## config.mk

```make
export PLATFORM = sky130hd
export DESIGN_NAME = region_router_flat
export DESIGN_NICKNAME = d
export VERILOG_FILES = /design/src/mem_map_pkg.sv /design/src/axi_pkg.sv /design/src/axi_mem_if.sv /design/src/region_router.sv /design/src/flat_wrapper.sv
export SDC_FILE = /design/constraint.sdc
export NUM_CORES = 1
export LEC_CHECK = 0
export BUFFER_PORTS_ARGS = -buffer_cell sky130_fd_sc_hd__buf_2
export CAP_MARGIN = 20
export CORE_AREA = 2 2 267 269
export DETAILED_ROUTE_END_ITERATION = 12
export DIE_AREA = 0 0 269 271
export HOLD_SLACK_MARGIN = 0.02
export PLACE_DENSITY = 0.32
export SLEW_MARGIN = 20
export SYNTH_ARGS = -nofsm -noshare
export SYNTH_HDL_FRONTEND = slang
export SYNTH_SLANG_ARGS = --single-unit
```

## constraint.sdc

```tcl
create_clock -name clk -period 2.27 [get_ports clk]
set_clock_uncertainty 0.2 [all_clocks]
set_input_delay 0.681 -clock clk [delete_from_list [all_inputs] [get_ports clk]]
set_output_delay 0.681 -clock clk [all_outputs]
set_load 0.01 [all_outputs]
```

## src/mem_map_pkg.sv

```systemverilog
`default_nettype none

// address map of the kernel and argument RAMs
package mem_map_pkg;

   ////////////////////////////////////////
   // region select bits
   ////////////////////////////////////////

   // kernel region wins whenever this bit is set
   localparam int KERNEL_SEL_BIT = 31;

   // argument region needs bit 31 clear and this bit set
   localparam int ARG_SEL_BIT = 16;

   ////////////////////////////////////////
   // regions
   ////////////////////////////////////////

   // unmapped addresses land in REGION_KERNEL
   typedef enum logic {
      REGION_KERNEL = 1'b0,
      REGION_ARG    = 1'b1
   } mem_region_e;

   ////////////////////////////////////////
   // ram geometry
   ////////////////////////////////////////

   // depth in words, power of two; the word index is log2 of this
   localparam int RAM_WORDS_DEF = 1024;

endpackage

`default_nettype wire

```

## src/axi_pkg.sv

```systemverilog
`default_nettype none

// AXI fields shared by the host port, the router and both RAMs
package axi_pkg;

   ////////////////////////////////////////
   // widths
   ////////////////////////////////////////

   localparam int AXI_ADDR_WIDTH     = 32;  // bit 31 takes part in the decode
   localparam int AXI_DATA_WIDTH_DEF = 64;  // top level overrides this
   localparam int AXI_ID_WIDTH_DEF   = 4;

   ////////////////////////////////////////
   // channel field types
   ////////////////////////////////////////

   typedef logic [AXI_ADDR_WIDTH-1:0] axi_addr_t;

   // bresp / rresp encoding
   typedef logic [1:0] axi_resp_t;

   localparam axi_resp_t RESP_OKAY = 2'b00;  // only code either RAM returns

endpackage

`default_nettype wire
```

## src/axi_mem_if.sv

```systemverilog
`timescale 1ns/1ps
`default_nettype none

// single-beat AXI channel bundle, no burst fields
interface axi_mem_if #(
   parameter int data_width = axi_pkg::AXI_DATA_WIDTH_DEF,
   parameter int id_width   = axi_pkg::AXI_ID_WIDTH_DEF
);
   import axi_pkg::*;

   localparam int strb_width = data_width / 8;

   // write address
   logic                  awvalid;
   logic                  awready;
   axi_addr_t             awaddr;
   logic [id_width-1:0]   awid;

   // write data
   logic                  wvalid;
   logic                  wready;
   logic [data_width-1:0] wdata;
   logic [strb_width-1:0] wstrb;

   // write response
   logic                  bvalid;
   logic                  bready;
   logic [id_width-1:0]   bid;
   axi_resp_t             bresp;

   // read address
   logic                  arvalid;
   logic                  arready;
   axi_addr_t             araddr;
   logic [id_width-1:0]   arid;

   // read data
   logic                  rvalid;
   logic                  rready;
   logic [data_width-1:0] rdata;
   logic [id_width-1:0]   rid;
   axi_resp_t             rresp;
   logic                  rlast;

   modport manager (
      output awvalid, awaddr, awid, wvalid, wdata, wstrb, bready,
      output arvalid, araddr, arid, rready,
      input  awready, wready, bvalid, bid, bresp,
      input  arready, rvalid, rdata, rid, rresp, rlast
   );

   modport subordinate (
      input  awvalid, awaddr, awid, wvalid, wdata, wstrb, bready,
      input  arvalid, araddr, arid, rready,
      output awready, wready, bvalid, bid, bresp,
      output arready, rvalid, rdata, rid, rresp, rlast
   );

endinterface

`default_nettype wire

```

## src/region_router.sv

```systemverilog
`timescale 1ns/1ps
`default_nettype none

module region_router #(
   parameter int data_width = axi_pkg::AXI_DATA_WIDTH_DEF,
   parameter int id_width   = axi_pkg::AXI_ID_WIDTH_DEF
) (
   input logic            clk,
   input logic            rst_n,
   axi_mem_if.subordinate host,
   axi_mem_if.manager     kernel_bus,
   axi_mem_if.manager     arg_bus
);
   import axi_pkg::*;
   import mem_map_pkg::*;

   mem_region_e           aw_region;   // live decode of awaddr
   mem_region_e           ar_region;   // live decode of araddr
   mem_region_e           wr_sel;
   mem_region_e           rd_sel;
   logic                  wr_busy;     // b response owed to host
   logic                  rd_busy;     // r response owed to host
   logic                  aw_hs;
   logic                  ar_hs;
   logic                  b_hs;
   logic                  r_hs;
   logic                  bvalid_mux;
   logic [id_width-1:0]   bid_mux;
   axi_resp_t             bresp_mux;
   logic                  rvalid_mux;
   logic [data_width-1:0] rdata_mux;
   logic [id_width-1:0]   rid_mux;
   axi_resp_t             rresp_mux;
   logic                  rlast_mux;

   // bit 31 first, then bit 16, anything else aliases the kernel RAM
   function automatic mem_region_e decode_region(input axi_addr_t addr);
      if (addr[KERNEL_SEL_BIT])
         return REGION_KERNEL;
      if (addr[ARG_SEL_BIT])
         return REGION_ARG;
      return REGION_KERNEL;
   endfunction

   assign aw_region = decode_region(host.awaddr);
   assign ar_region = decode_region(host.araddr);

   ////////////////////////////////////////
   // request side
   ////////////////////////////////////////

   // payload fans out, only the valids are steered
   assign kernel_bus.awaddr = host.awaddr;
   assign kernel_bus.awid   = host.awid;
   assign kernel_bus.wdata  = host.wdata;
   assign kernel_bus.wstrb  = host.wstrb;
   assign kernel_bus.araddr = host.araddr;
   assign kernel_bus.arid   = host.arid;
   assign arg_bus.awaddr    = host.awaddr;
   assign arg_bus.awid      = host.awid;
   assign arg_bus.wdata     = host.wdata;
   assign arg_bus.wstrb     = host.wstrb;
   assign arg_bus.araddr    = host.araddr;
   assign arg_bus.arid      = host.arid;

   // w follows the aw decode, both go in the same cycle
   assign kernel_bus.awvalid = host.awvalid && !wr_busy && (aw_region == REGION_KERNEL);
   assign kernel_bus.wvalid  = host.wvalid  && !wr_busy && (aw_region == REGION_KERNEL);
   assign arg_bus.awvalid    = host.awvalid && !wr_busy && (aw_region == REGION_ARG);
   assign arg_bus.wvalid     = host.wvalid  && !wr_busy && (aw_region == REGION_ARG);
   assign kernel_bus.arvalid = host.arvalid && !rd_busy && (ar_region == REGION_KERNEL);
   assign arg_bus.arvalid    = host.arvalid && !rd_busy && (ar_region == REGION_ARG);

   assign host.awready = !wr_busy &&
                         ((aw_region == REGION_ARG) ? arg_bus.awready : kernel_bus.awready);
   assign host.wready  = !wr_busy &&
                         ((aw_region == REGION_ARG) ? arg_bus.wready : kernel_bus.wready);
   assign host.arready = !rd_busy &&
                         ((ar_region == REGION_ARG) ? arg_bus.arready : kernel_bus.arready);

   assign aw_hs = host.awvalid && host.awready;
   assign ar_hs = host.arvalid && host.arready;
   assign b_hs  = host.bvalid && host.bready;
   assign r_hs  = host.rvalid && host.rready;

   ////////////////////////////////////////
   // per-direction select
   ////////////////////////////////////////

   always_ff @(posedge clk) begin
      if (!rst_n) begin
         wr_busy <= 1'b0;
         wr_sel  <= REGION_KERNEL;
      end else if (aw_hs) begin
         wr_busy <= 1'b1;
         wr_sel  <= aw_region;   // held until the b handshake
      end else if (b_hs) begin
         wr_busy <= 1'b0;
      end
   end

   always_ff @(posedge clk) begin
      if (!rst_n) begin
         rd_busy <= 1'b0;
         rd_sel  <= REGION_KERNEL;
      end else if (ar_hs) begin
         rd_busy <= 1'b1;
         rd_sel  <= ar_region;
      end else if (r_hs) begin
         rd_busy <= 1'b0;
      end
   end

   ////////////////////////////////////////
   // response side
   ////////////////////////////////////////

   assign kernel_bus.bready = host.bready && wr_busy && (wr_sel == REGION_KERNEL);
   assign arg_bus.bready    = host.bready && wr_busy && (wr_sel == REGION_ARG);
   assign kernel_bus.rready = host.rready && rd_busy && (rd_sel == REGION_KERNEL);
   assign arg_bus.rready    = host.rready && rd_busy && (rd_sel == REGION_ARG);

   always_comb begin
      if (wr_sel == REGION_ARG) begin
         bvalid_mux = arg_bus.bvalid;
         bid_mux    = arg_bus.bid;
         bresp_mux  = arg_bus.bresp;
      end else begin
         bvalid_mux = kernel_bus.bvalid;
         bid_mux    = kernel_bus.bid;
         bresp_mux  = kernel_bus.bresp;
      end
   end

   always_comb begin
      if (rd_sel == REGION_ARG) begin
         rvalid_mux = arg_bus.rvalid;
         rdata_mux  = arg_bus.rdata;
         rid_mux    = arg_bus.rid;
         rresp_mux  = arg_bus.rresp;
         rlast_mux  = arg_bus.rlast;
      end else begin
         rvalid_mux = kernel_bus.rvalid;
         rdata_mux  = kernel_bus.rdata;
         rid_mux    = kernel_bus.rid;
         rresp_mux  = kernel_bus.rresp;
         rlast_mux  = kernel_bus.rlast;
      end
   end

   assign host.bvalid = wr_busy && bvalid_mux;
   assign host.bid    = bid_mux;
   assign host.bresp  = bresp_mux;
   assign host.rvalid = rd_busy && rvalid_mux;
   assign host.rdata  = rdata_mux;
   assign host.rid    = rid_mux;
   assign host.rresp  = rresp_mux;
   assign host.rlast  = rlast_mux;

endmodule

`default_nettype wire

```

## src/flat_wrapper.sv

```systemverilog
// flat-port wrapper written by rule: the top's interface ports become plain ports
module region_router_flat import axi_pkg::*; import mem_map_pkg::*;
#(
   parameter int data_width = axi_pkg::AXI_DATA_WIDTH_DEF,
   parameter int id_width   = axi_pkg::AXI_ID_WIDTH_DEF
)
  (clk, rst_n, host_awvalid, host_awaddr, host_awid, host_wvalid, host_wdata, host_wstrb, host_bready, host_arvalid, host_araddr, host_arid, host_rready, host_awready, host_wready, host_bvalid, host_bid, host_bresp, host_arready, host_rvalid, host_rdata, host_rid, host_rresp, host_rlast, kernel_bus_awvalid, kernel_bus_awaddr, kernel_bus_awid, kernel_bus_wvalid, kernel_bus_wdata, kernel_bus_wstrb, kernel_bus_bready, kernel_bus_arvalid, kernel_bus_araddr, kernel_bus_arid, kernel_bus_rready, kernel_bus_awready, kernel_bus_wready, kernel_bus_bvalid, kernel_bus_bid, kernel_bus_bresp, kernel_bus_arready, kernel_bus_rvalid, kernel_bus_rdata, kernel_bus_rid, kernel_bus_rresp, kernel_bus_rlast, arg_bus_awvalid, arg_bus_awaddr, arg_bus_awid, arg_bus_wvalid, arg_bus_wdata, arg_bus_wstrb, arg_bus_bready, arg_bus_arvalid, arg_bus_araddr, arg_bus_arid, arg_bus_rready, arg_bus_awready, arg_bus_wready, arg_bus_bvalid, arg_bus_bid, arg_bus_bresp, arg_bus_arready, arg_bus_rvalid, arg_bus_rdata, arg_bus_rid, arg_bus_rresp, arg_bus_rlast);
  axi_mem_if #(.data_width(data_width), .id_width(id_width)) host_i ();
  axi_mem_if #(.data_width(data_width), .id_width(id_width)) kernel_bus_i ();
  axi_mem_if #(.data_width(data_width), .id_width(id_width)) arg_bus_i ();
  input logic clk;
  input logic rst_n;
  input wire logic [$bits(host_i.awvalid)-1:0] host_awvalid;
  input wire logic [$bits(host_i.awaddr)-1:0] host_awaddr;
  input wire logic [$bits(host_i.awid)-1:0] host_awid;
  input wire logic [$bits(host_i.wvalid)-1:0] host_wvalid;
  input wire logic [$bits(host_i.wdata)-1:0] host_wdata;
  input wire logic [$bits(host_i.wstrb)-1:0] host_wstrb;
  input wire logic [$bits(host_i.bready)-1:0] host_bready;
  input wire logic [$bits(host_i.arvalid)-1:0] host_arvalid;
  input wire logic [$bits(host_i.araddr)-1:0] host_araddr;
  input wire logic [$bits(host_i.arid)-1:0] host_arid;
  input wire logic [$bits(host_i.rready)-1:0] host_rready;
  output wire logic [$bits(host_i.awready)-1:0] host_awready;
  output wire logic [$bits(host_i.wready)-1:0] host_wready;
  output wire logic [$bits(host_i.bvalid)-1:0] host_bvalid;
  output wire logic [$bits(host_i.bid)-1:0] host_bid;
  output wire logic [$bits(host_i.bresp)-1:0] host_bresp;
  output wire logic [$bits(host_i.arready)-1:0] host_arready;
  output wire logic [$bits(host_i.rvalid)-1:0] host_rvalid;
  output wire logic [$bits(host_i.rdata)-1:0] host_rdata;
  output wire logic [$bits(host_i.rid)-1:0] host_rid;
  output wire logic [$bits(host_i.rresp)-1:0] host_rresp;
  output wire logic [$bits(host_i.rlast)-1:0] host_rlast;
  output wire logic [$bits(kernel_bus_i.awvalid)-1:0] kernel_bus_awvalid;
  output wire logic [$bits(kernel_bus_i.awaddr)-1:0] kernel_bus_awaddr;
  output wire logic [$bits(kernel_bus_i.awid)-1:0] kernel_bus_awid;
  output wire logic [$bits(kernel_bus_i.wvalid)-1:0] kernel_bus_wvalid;
  output wire logic [$bits(kernel_bus_i.wdata)-1:0] kernel_bus_wdata;
  output wire logic [$bits(kernel_bus_i.wstrb)-1:0] kernel_bus_wstrb;
  output wire logic [$bits(kernel_bus_i.bready)-1:0] kernel_bus_bready;
  output wire logic [$bits(kernel_bus_i.arvalid)-1:0] kernel_bus_arvalid;
  output wire logic [$bits(kernel_bus_i.araddr)-1:0] kernel_bus_araddr;
  output wire logic [$bits(kernel_bus_i.arid)-1:0] kernel_bus_arid;
  output wire logic [$bits(kernel_bus_i.rready)-1:0] kernel_bus_rready;
  input wire logic [$bits(kernel_bus_i.awready)-1:0] kernel_bus_awready;
  input wire logic [$bits(kernel_bus_i.wready)-1:0] kernel_bus_wready;
  input wire logic [$bits(kernel_bus_i.bvalid)-1:0] kernel_bus_bvalid;
  input wire logic [$bits(kernel_bus_i.bid)-1:0] kernel_bus_bid;
  input wire logic [$bits(kernel_bus_i.bresp)-1:0] kernel_bus_bresp;
  input wire logic [$bits(kernel_bus_i.arready)-1:0] kernel_bus_arready;
  input wire logic [$bits(kernel_bus_i.rvalid)-1:0] kernel_bus_rvalid;
  input wire logic [$bits(kernel_bus_i.rdata)-1:0] kernel_bus_rdata;
  input wire logic [$bits(kernel_bus_i.rid)-1:0] kernel_bus_rid;
  input wire logic [$bits(kernel_bus_i.rresp)-1:0] kernel_bus_rresp;
  input wire logic [$bits(kernel_bus_i.rlast)-1:0] kernel_bus_rlast;
  output wire logic [$bits(arg_bus_i.awvalid)-1:0] arg_bus_awvalid;
  output wire logic [$bits(arg_bus_i.awaddr)-1:0] arg_bus_awaddr;
  output wire logic [$bits(arg_bus_i.awid)-1:0] arg_bus_awid;
  output wire logic [$bits(arg_bus_i.wvalid)-1:0] arg_bus_wvalid;
  output wire logic [$bits(arg_bus_i.wdata)-1:0] arg_bus_wdata;
  output wire logic [$bits(arg_bus_i.wstrb)-1:0] arg_bus_wstrb;
  output wire logic [$bits(arg_bus_i.bready)-1:0] arg_bus_bready;
  output wire logic [$bits(arg_bus_i.arvalid)-1:0] arg_bus_arvalid;
  output wire logic [$bits(arg_bus_i.araddr)-1:0] arg_bus_araddr;
  output wire logic [$bits(arg_bus_i.arid)-1:0] arg_bus_arid;
  output wire logic [$bits(arg_bus_i.rready)-1:0] arg_bus_rready;
  input wire logic [$bits(arg_bus_i.awready)-1:0] arg_bus_awready;
  input wire logic [$bits(arg_bus_i.wready)-1:0] arg_bus_wready;
  input wire logic [$bits(arg_bus_i.bvalid)-1:0] arg_bus_bvalid;
  input wire logic [$bits(arg_bus_i.bid)-1:0] arg_bus_bid;
  input wire logic [$bits(arg_bus_i.bresp)-1:0] arg_bus_bresp;
  input wire logic [$bits(arg_bus_i.arready)-1:0] arg_bus_arready;
  input wire logic [$bits(arg_bus_i.rvalid)-1:0] arg_bus_rvalid;
  input wire logic [$bits(arg_bus_i.rdata)-1:0] arg_bus_rdata;
  input wire logic [$bits(arg_bus_i.rid)-1:0] arg_bus_rid;
  input wire logic [$bits(arg_bus_i.rresp)-1:0] arg_bus_rresp;
  input wire logic [$bits(arg_bus_i.rlast)-1:0] arg_bus_rlast;
  assign host_i.awvalid = host_awvalid;
  assign host_i.awaddr = host_awaddr;
  assign host_i.awid = host_awid;
  assign host_i.wvalid = host_wvalid;
  assign host_i.wdata = host_wdata;
  assign host_i.wstrb = host_wstrb;
  assign host_i.bready = host_bready;
  assign host_i.arvalid = host_arvalid;
  assign host_i.araddr = host_araddr;
  assign host_i.arid = host_arid;
  assign host_i.rready = host_rready;
  assign host_awready = host_i.awready;
  assign host_wready = host_i.wready;
  assign host_bvalid = host_i.bvalid;
  assign host_bid = host_i.bid;
  assign host_bresp = host_i.bresp;
  assign host_arready = host_i.arready;
  assign host_rvalid = host_i.rvalid;
  assign host_rdata = host_i.rdata;
  assign host_rid = host_i.rid;
  assign host_rresp = host_i.rresp;
  assign host_rlast = host_i.rlast;
  assign kernel_bus_awvalid = kernel_bus_i.awvalid;
  assign kernel_bus_awaddr = kernel_bus_i.awaddr;
  assign kernel_bus_awid = kernel_bus_i.awid;
  assign kernel_bus_wvalid = kernel_bus_i.wvalid;
  assign kernel_bus_wdata = kernel_bus_i.wdata;
  assign kernel_bus_wstrb = kernel_bus_i.wstrb;
  assign kernel_bus_bready = kernel_bus_i.bready;
  assign kernel_bus_arvalid = kernel_bus_i.arvalid;
  assign kernel_bus_araddr = kernel_bus_i.araddr;
  assign kernel_bus_arid = kernel_bus_i.arid;
  assign kernel_bus_rready = kernel_bus_i.rready;
  assign kernel_bus_i.awready = kernel_bus_awready;
  assign kernel_bus_i.wready = kernel_bus_wready;
  assign kernel_bus_i.bvalid = kernel_bus_bvalid;
  assign kernel_bus_i.bid = kernel_bus_bid;
  assign kernel_bus_i.bresp = kernel_bus_bresp;
  assign kernel_bus_i.arready = kernel_bus_arready;
  assign kernel_bus_i.rvalid = kernel_bus_rvalid;
  assign kernel_bus_i.rdata = kernel_bus_rdata;
  assign kernel_bus_i.rid = kernel_bus_rid;
  assign kernel_bus_i.rresp = kernel_bus_rresp;
  assign kernel_bus_i.rlast = kernel_bus_rlast;
  assign arg_bus_awvalid = arg_bus_i.awvalid;
  assign arg_bus_awaddr = arg_bus_i.awaddr;
  assign arg_bus_awid = arg_bus_i.awid;
  assign arg_bus_wvalid = arg_bus_i.wvalid;
  assign arg_bus_wdata = arg_bus_i.wdata;
  assign arg_bus_wstrb = arg_bus_i.wstrb;
  assign arg_bus_bready = arg_bus_i.bready;
  assign arg_bus_arvalid = arg_bus_i.arvalid;
  assign arg_bus_araddr = arg_bus_i.araddr;
  assign arg_bus_arid = arg_bus_i.arid;
  assign arg_bus_rready = arg_bus_i.rready;
  assign arg_bus_i.awready = arg_bus_awready;
  assign arg_bus_i.wready = arg_bus_wready;
  assign arg_bus_i.bvalid = arg_bus_bvalid;
  assign arg_bus_i.bid = arg_bus_bid;
  assign arg_bus_i.bresp = arg_bus_bresp;
  assign arg_bus_i.arready = arg_bus_arready;
  assign arg_bus_i.rvalid = arg_bus_rvalid;
  assign arg_bus_i.rdata = arg_bus_rdata;
  assign arg_bus_i.rid = arg_bus_rid;
  assign arg_bus_i.rresp = arg_bus_rresp;
  assign arg_bus_i.rlast = arg_bus_rlast;
  region_router #(.data_width(data_width), .id_width(id_width)) u_core (.clk(clk), .rst_n(rst_n), .host(host_i), .kernel_bus(kernel_bus_i), .arg_bus(arg_bus_i));
endmodule
```

==> results of run 1 <==
==> routing by layer <==
| layer | vias to the layer above | global-route usage, % | share of wire, % |
|---|---|---|---|
| met3 | 78 | 2.00 | 16 |
| met5 | - | 0 | 0 |
| met1 | 1049 | 2.81 | 31 |
| li1 | 1073 | - | - |
| met4 | 0 | 1.80 | 6.6 |
| met2 | 396 | 5.54 | 46 |
==> flip-flops by register name, indices dropped and copies added, names as in the netlist <==
register	count
u_core.rd_busy	1
u_core.rd_sel	1
u_core.wr_busy	1
u_core.wr_sel	1
==> worst max path at each step <==
stage	slack, ns	endpoint	from
final	-0.05	host_rdata[12]	u_core.rd_sel
after global routing	-0.11	host_rdata[17]	u_core.rd_sel
after CTS	-0.07	host_rdata[45]	u_core.rd_sel
after detailed placement	-0.26	host_awready	host_awaddr[31]
after global placement	-0.27	host_awready	host_awaddr[31]
after floorplan	0.22	host_awready	host_awaddr[31]
==> stage by stage <==
stage          area (µm²)  cells  setup TNS (ns)  utilization (%)  hold slack (ns)
2_1_floorplan        3450    424               0                -            0.296
3_3_place_gp         3820   1346          -0.565             5.47            0.348
3_5_place_dp         3820   1346          -0.559             5.47            0.350
4_1_cts              3980   1353           -1.41             5.70            0.355
5_1_grt              4370   1363           -3.93             6.26            0.408
6_report             4370   1363          -0.913             6.26            0.346
==> power groups by stage <==
stage	combinational [W]	sequential, W	clock (W)
after detailed placement	0.000482	0.0000844	0
after global placement	0.000481	0.0000844	0
final	0.000563	0.0000818	0.000295
after CTS	0.000497	0.0000829	0.000313
after global routing	0.000606	0.0000842	0.000319
after floorplan	0.000714	0.0000797	0
==> placed cells by master, fill, tap and decap left out, types with 3 or more instances in the layout <==
cell         n
mux2_4      20
clkbuf_16    6
dfxtp_1      3
a21oi_1      3
nand2_1      8
nor2b_1      8
buf_12       4
buf_4        8
nor2_1       8
mux2_2      57
nand2b_1     3
buf_2      251
buf_6       22
==> tightest hold or removal path, stage by stage, from the launching register on <==
cell,delay [ns]
dfxtp_1,0.35
nand2_1,0.07
o22ai_1,0.07
==> repair_timing <==
item	CTS	global route
resized for setup	8	57
setup buffers	2	4
setup endpoints to repair	74	59
pin swaps	0	1
cloned	1	5
==> cells by family (layout without fill, tap and decap cells) <==
kind of cell	count (synthesis)	count (layout)	share of synthesized area [%]
buffers and inverters	297	295	65.0
and+or+nand+nor	33	33	4.68
AOI/OAI and AO/OA	9	9	1.67
DFF	4	4	2.32
muxes	81	81	26.3
other	0	1	0
==> final cells by class <==
cell class                      instances  area [µm²]
Clock buffer                            4        78.8
Tap cell                              940        1180
Multi-Input combinational cell        123        1230
Sequential cell                         4        83.8
Timing Repair Buffer                  291        1790
Fill cell                            8196       65400
Antenna cell                            1        2.50
==> synth_stat cells <==
cell type / number / share of area [%]
buf_6: 6 / 2.0
o21ai_0: 2 / 0.29
nand2b_1: 5 / 0.91
buf_2: 3 / 0.43
a211oi_2: 1 / 0.36
mux2i_1: 4 / 1.2
and3_1: 2 / 0.36
nor2_1: 10 / 1.1
a21oi_1: 3 / 0.43
a211oi_1: 1 / 0.22
buf_4: 288 / 63
mux2_2: 77 / 25
dfxtp_1: 4 / 2.3
nand2_1: 8 / 0.87
o22ai_1: 2 / 0.36
nor2b_1: 8 / 1.5
==> results.yml, run 1 <==
run_status:
  outcome: "finished with violations"
  violations: "negative setup slack"
placement:
  io_buffers: 274
  place_congestion: 0.647
  hpwlAfterDp_um: 12000
  preCtsSetupSlack_ns: -0.260
worst_setup_path:
  cpPeakStageDelay_ns: 0.38
  path_depth: 4
  rr_startpoint: "u_core.rd_sel"
  required_ns: 1.39
  cp.arrival_ns: 1.44
  crit_type: "reg -> out"
  path_cells: "buf_4, buf_12, mux2_2, buf_2"
  worstPathMaxFanout: 16
  reg2reg_setup_slack_ns: 0.89
  worst_setup_path_end_kind: "output port"
  cp_top_family: "buffers and inverters"
  rr_endpoint: "u_core.rd_sel"
  worst_path_max_delay_cell: "dfxtp_4"
  startpoint_type: "flip-flop"
  worst-r2r-cell-count: 5
  path_buf_inv: 3
yosys:
  syn_area_per_cell_um2: 8.14
  yosysUniqueCellTypes: 16
  syn_nets: 739
  synth_area_um2: 3450
  seq_area_frac_synth_pct: 2.32
  synth_seq_cells: 4
  synth_warnings: 0
  synth_cells: 424
timing:
  relSlewSlack_pct: 72.3
  report.final.slew_viol_count: 0
  fin_crit_ns: 2.32
  rsz0062_at_grt: "yes"
  worst_slew_pin_slew_ns: 0.415
  hold_viol_final: 0
  fmax_mhz: 431
  period_share_pct: 102
  setup_violations: 42
  worst_slack_ns: -0.0528
pwr:
  p_total_w: 0.000940
  p_leak_nw: 1.80
  power.density_nw_per_um2: 215
  seq_power_share_pct: 8.7
  combPwrFrac_pct: 59.9
  clkPwrFrac_pct: 31.4
  ir_drop_v: 0.000151
  swShare_pct: 32.8
  internal-power_w: 0.000632
  p_sw_w: 0.000308
drt:
  drc_errors: 0
  wl_per_cell_um: 11.0
  vias: 2596
  drt_iter0_markers: 66
  postRouteAntennaNets: 0
  viasPerCell: 1.90
  wirelength_um: 15000
  firstDrtPassIters: 4
hold_path:
  hold_class: "reg -> reg"
  whs_endpoint: "u_core.rd_busy"
  min_from: "u_core.rd_busy"
  hold_depth: 2
floorplan:
  rows: 97
  die_area_um2: 72900
  die_h_um: 271
  io_pins: 695
  initial_core_util_pct: 4.94
  die_x_um: 269
  core_region_area_um2: 69800
global_route:
  first_global_vias: 2492
  antenna_found_initial: 10
  grt-ovfl-total: 0
  grt_pass1_wl_um: 16300
  grt_usage_pct: 3.20
  grt_max_degree: 40
clocking:
  path_clk_slew_ns: 0.04
  hold_buffers: 0
  clock-sinks: 4
  ctsLongestPathBuffers: 2
  clockRootBuffer: "clkbuf_16"
  clock_latency_ns: 0.23
  cts_tree: "built"
  cts_buffers: 3
  htreeDepth: 1
cells_and_area:
  area_growth_pct: 26.6
  drive_gt1_share_pct: 89.8
  num-nets-final: 738
run:
  cap_violations: 0
Power figures use the tool's default switching activity.
==> run 2: changes to the inputs <==
SKIP_CTS_REPAIR_TIMING = 1   (was default)
==> run 2 against run 1 <==
  * The run still ends with negative setup slack left
  * Routed wire length up 1.5%
  * Combinational power up 4.8%
  * Worst hold slack improved by 0.017 ns
  * Final area is 1.9% higher
  * Clock power hardly changed
  * Sequential power up 0.5%
  * Die area did not move
  * First-iteration DRC count is 9.1% lower
  * Critical endpoint unchanged
==> results.yml, run 2 (synthesis results as in run 1) <==
run_status:
  outcome: "finished with violations"
  violations: "negative setup slack"
placement:
  hpwlAfterDp_um: 12000
  preCtsSetupSlack_ns: -0.260
  io_buffers: 274
  place_congestion: 0.647
  numPlacedInstances: 1346
clocking:
  clock-sinks: 4
  cts_buffers: 3
  cts_tree: "built"
  clock_latency_ns: 0.23
  path_clk_slew_ns: 0.04
  htreeDepth: 1
  ctsLongestPathBuffers: 2
  clockRootBuffer: "clkbuf_16"
timing:
  report.final.slew_viol_count: 0
  worst_slack_ns: -0.0533
  fin_setup_tns_ns: -0.944
  period_share_pct: 102
  relSlewSlack_pct: 69.2
  setup_violations: 37
  hold_viol_final: 0
  worst_slew_pin_slew_ns: 0.462
  fmax_mhz: 430
  rsz0062_at_grt: "yes"
  hold-worst-slack_ns: 0.363
  fin_crit_ns: 2.32
floorplan:
  core_region_area_um2: 69800
  initial_core_util_pct: 4.94
  die_x_um: 269
  io_pins: 695
  rows: 97
  die_area_um2: 72900
  die_h_um: 271
cells_and_area:
  final_common_cell: "buf_2"
  area_growth_pct: 29.0
  num-nets-final: 735
  layout_common_cells: "241 x buf_2, 39 x mux2_4, 38 x mux2_2"
  multi_input_area_um2: 1310
  drive_gt1_share_pct: 90.2
  seq_area_um2: 83.8
  stdcell_count: 1360
  fillers: 8191
drt:
  drt_iter0_markers: 60
  vias: 2624
  met1_length_um: 4990
  postRouteAntennaNets: 0
  drc_errors: 0
  wl_per_cell_um: 11.2
  dr.max_layer_used: "met4"
  viasPerCell: 1.93
  wl_met2_um: 6870
  wirelength_um: 15200
  firstDrtPassIters: 4
  wl_met3_um: 2410
worst_setup_path:
  worst_setup_path_end_kind: "output port"
  rr_startpoint: "u_core.rd_sel"
  cp.arrival_ns: 1.44
  worstPathMaxFanout: 16
  required_ns: 1.39
  cp_top_family: "buffers and inverters"
  path_buf_inv: 3
  cpPeakStageDelay_ns: 0.35
  reg2reg_setup_slack_ns: 0.83
  path_cells: "buf_12, buf_16, mux2_2, buf_2"
  worst_path_max_delay_cell: "dfxtp_4"
  startpoint_type: "flip-flop"
  crit_path_start: "u_core.rd_sel"
  crit_type: "reg -> out"
global_route:
  grt_pass1_wl_um: 16000
  grt-ovfl-total: 0
  grt_usage_pct: 3.11
  antenna_found_initial: 10
  grt_max_degree: 40
  first_global_vias: 2459
hold_path:
  hold_class: "reg -> reg"
  min_from: "u_core.rd_busy"
pwr:
  ir_drop_v: 0.000151
  power.density_nw_per_um2: 218
  p_total_w: 0.000969
  p_leak_nw: 1.86
run:
  cap_violations: 0
## run 2: stage by stage
stage | area [µm²] | util [%]
after floorplan | 3450 | -
after global placement | 3820 | 5.47
after detailed placement | 3820 | 5.47
after CTS | 3900 | 5.59
after global routing | 4450 | 6.38
final | 4450 | 6.38
## run 2: area by class of cell
type | instances | area share, %
antenna | 1 | 0.0562
clock buffer | 4 | 1.77
multi-input combinational | 123 | 29.5
sequential | 4 | 1.88
tap | 940 | 26.4
timing repair buffer | 288 | 40.4
## run 2: report_power, final
group          internal (W)  total [W]  switching, W
combinational      0.000346   0.000590      0.000245
sequential        0.0000735  0.0000822    0.00000866
clock              0.000233   0.000296     0.0000630
## run 2: tightest hold or removal path: cells and delay by family, from the launching register on
kind | cells | cell delay [ns]
AND/OR/NAND/NOR | 1 | 0.08
AO/OA/AOI/OAI | 1 | 0.07
flip-flops | 1 | 0.36
## run 2: final timing paths
check,endpoint,depth (start not counted)
setup / recovery,host_rdata[12],4
hold / removal,u_core.rd_busy,2
setup reg to reg,u_core.rd_busy,5
hold reg to reg,u_core.rd_busy,2
## run 2: per-layer routing
layer	vias up	global-route usage, %
met4	0	1.80
met5	-	0
li1	1068	-
met3	82	2.00
met2	405	5.41
met1	1069	2.67
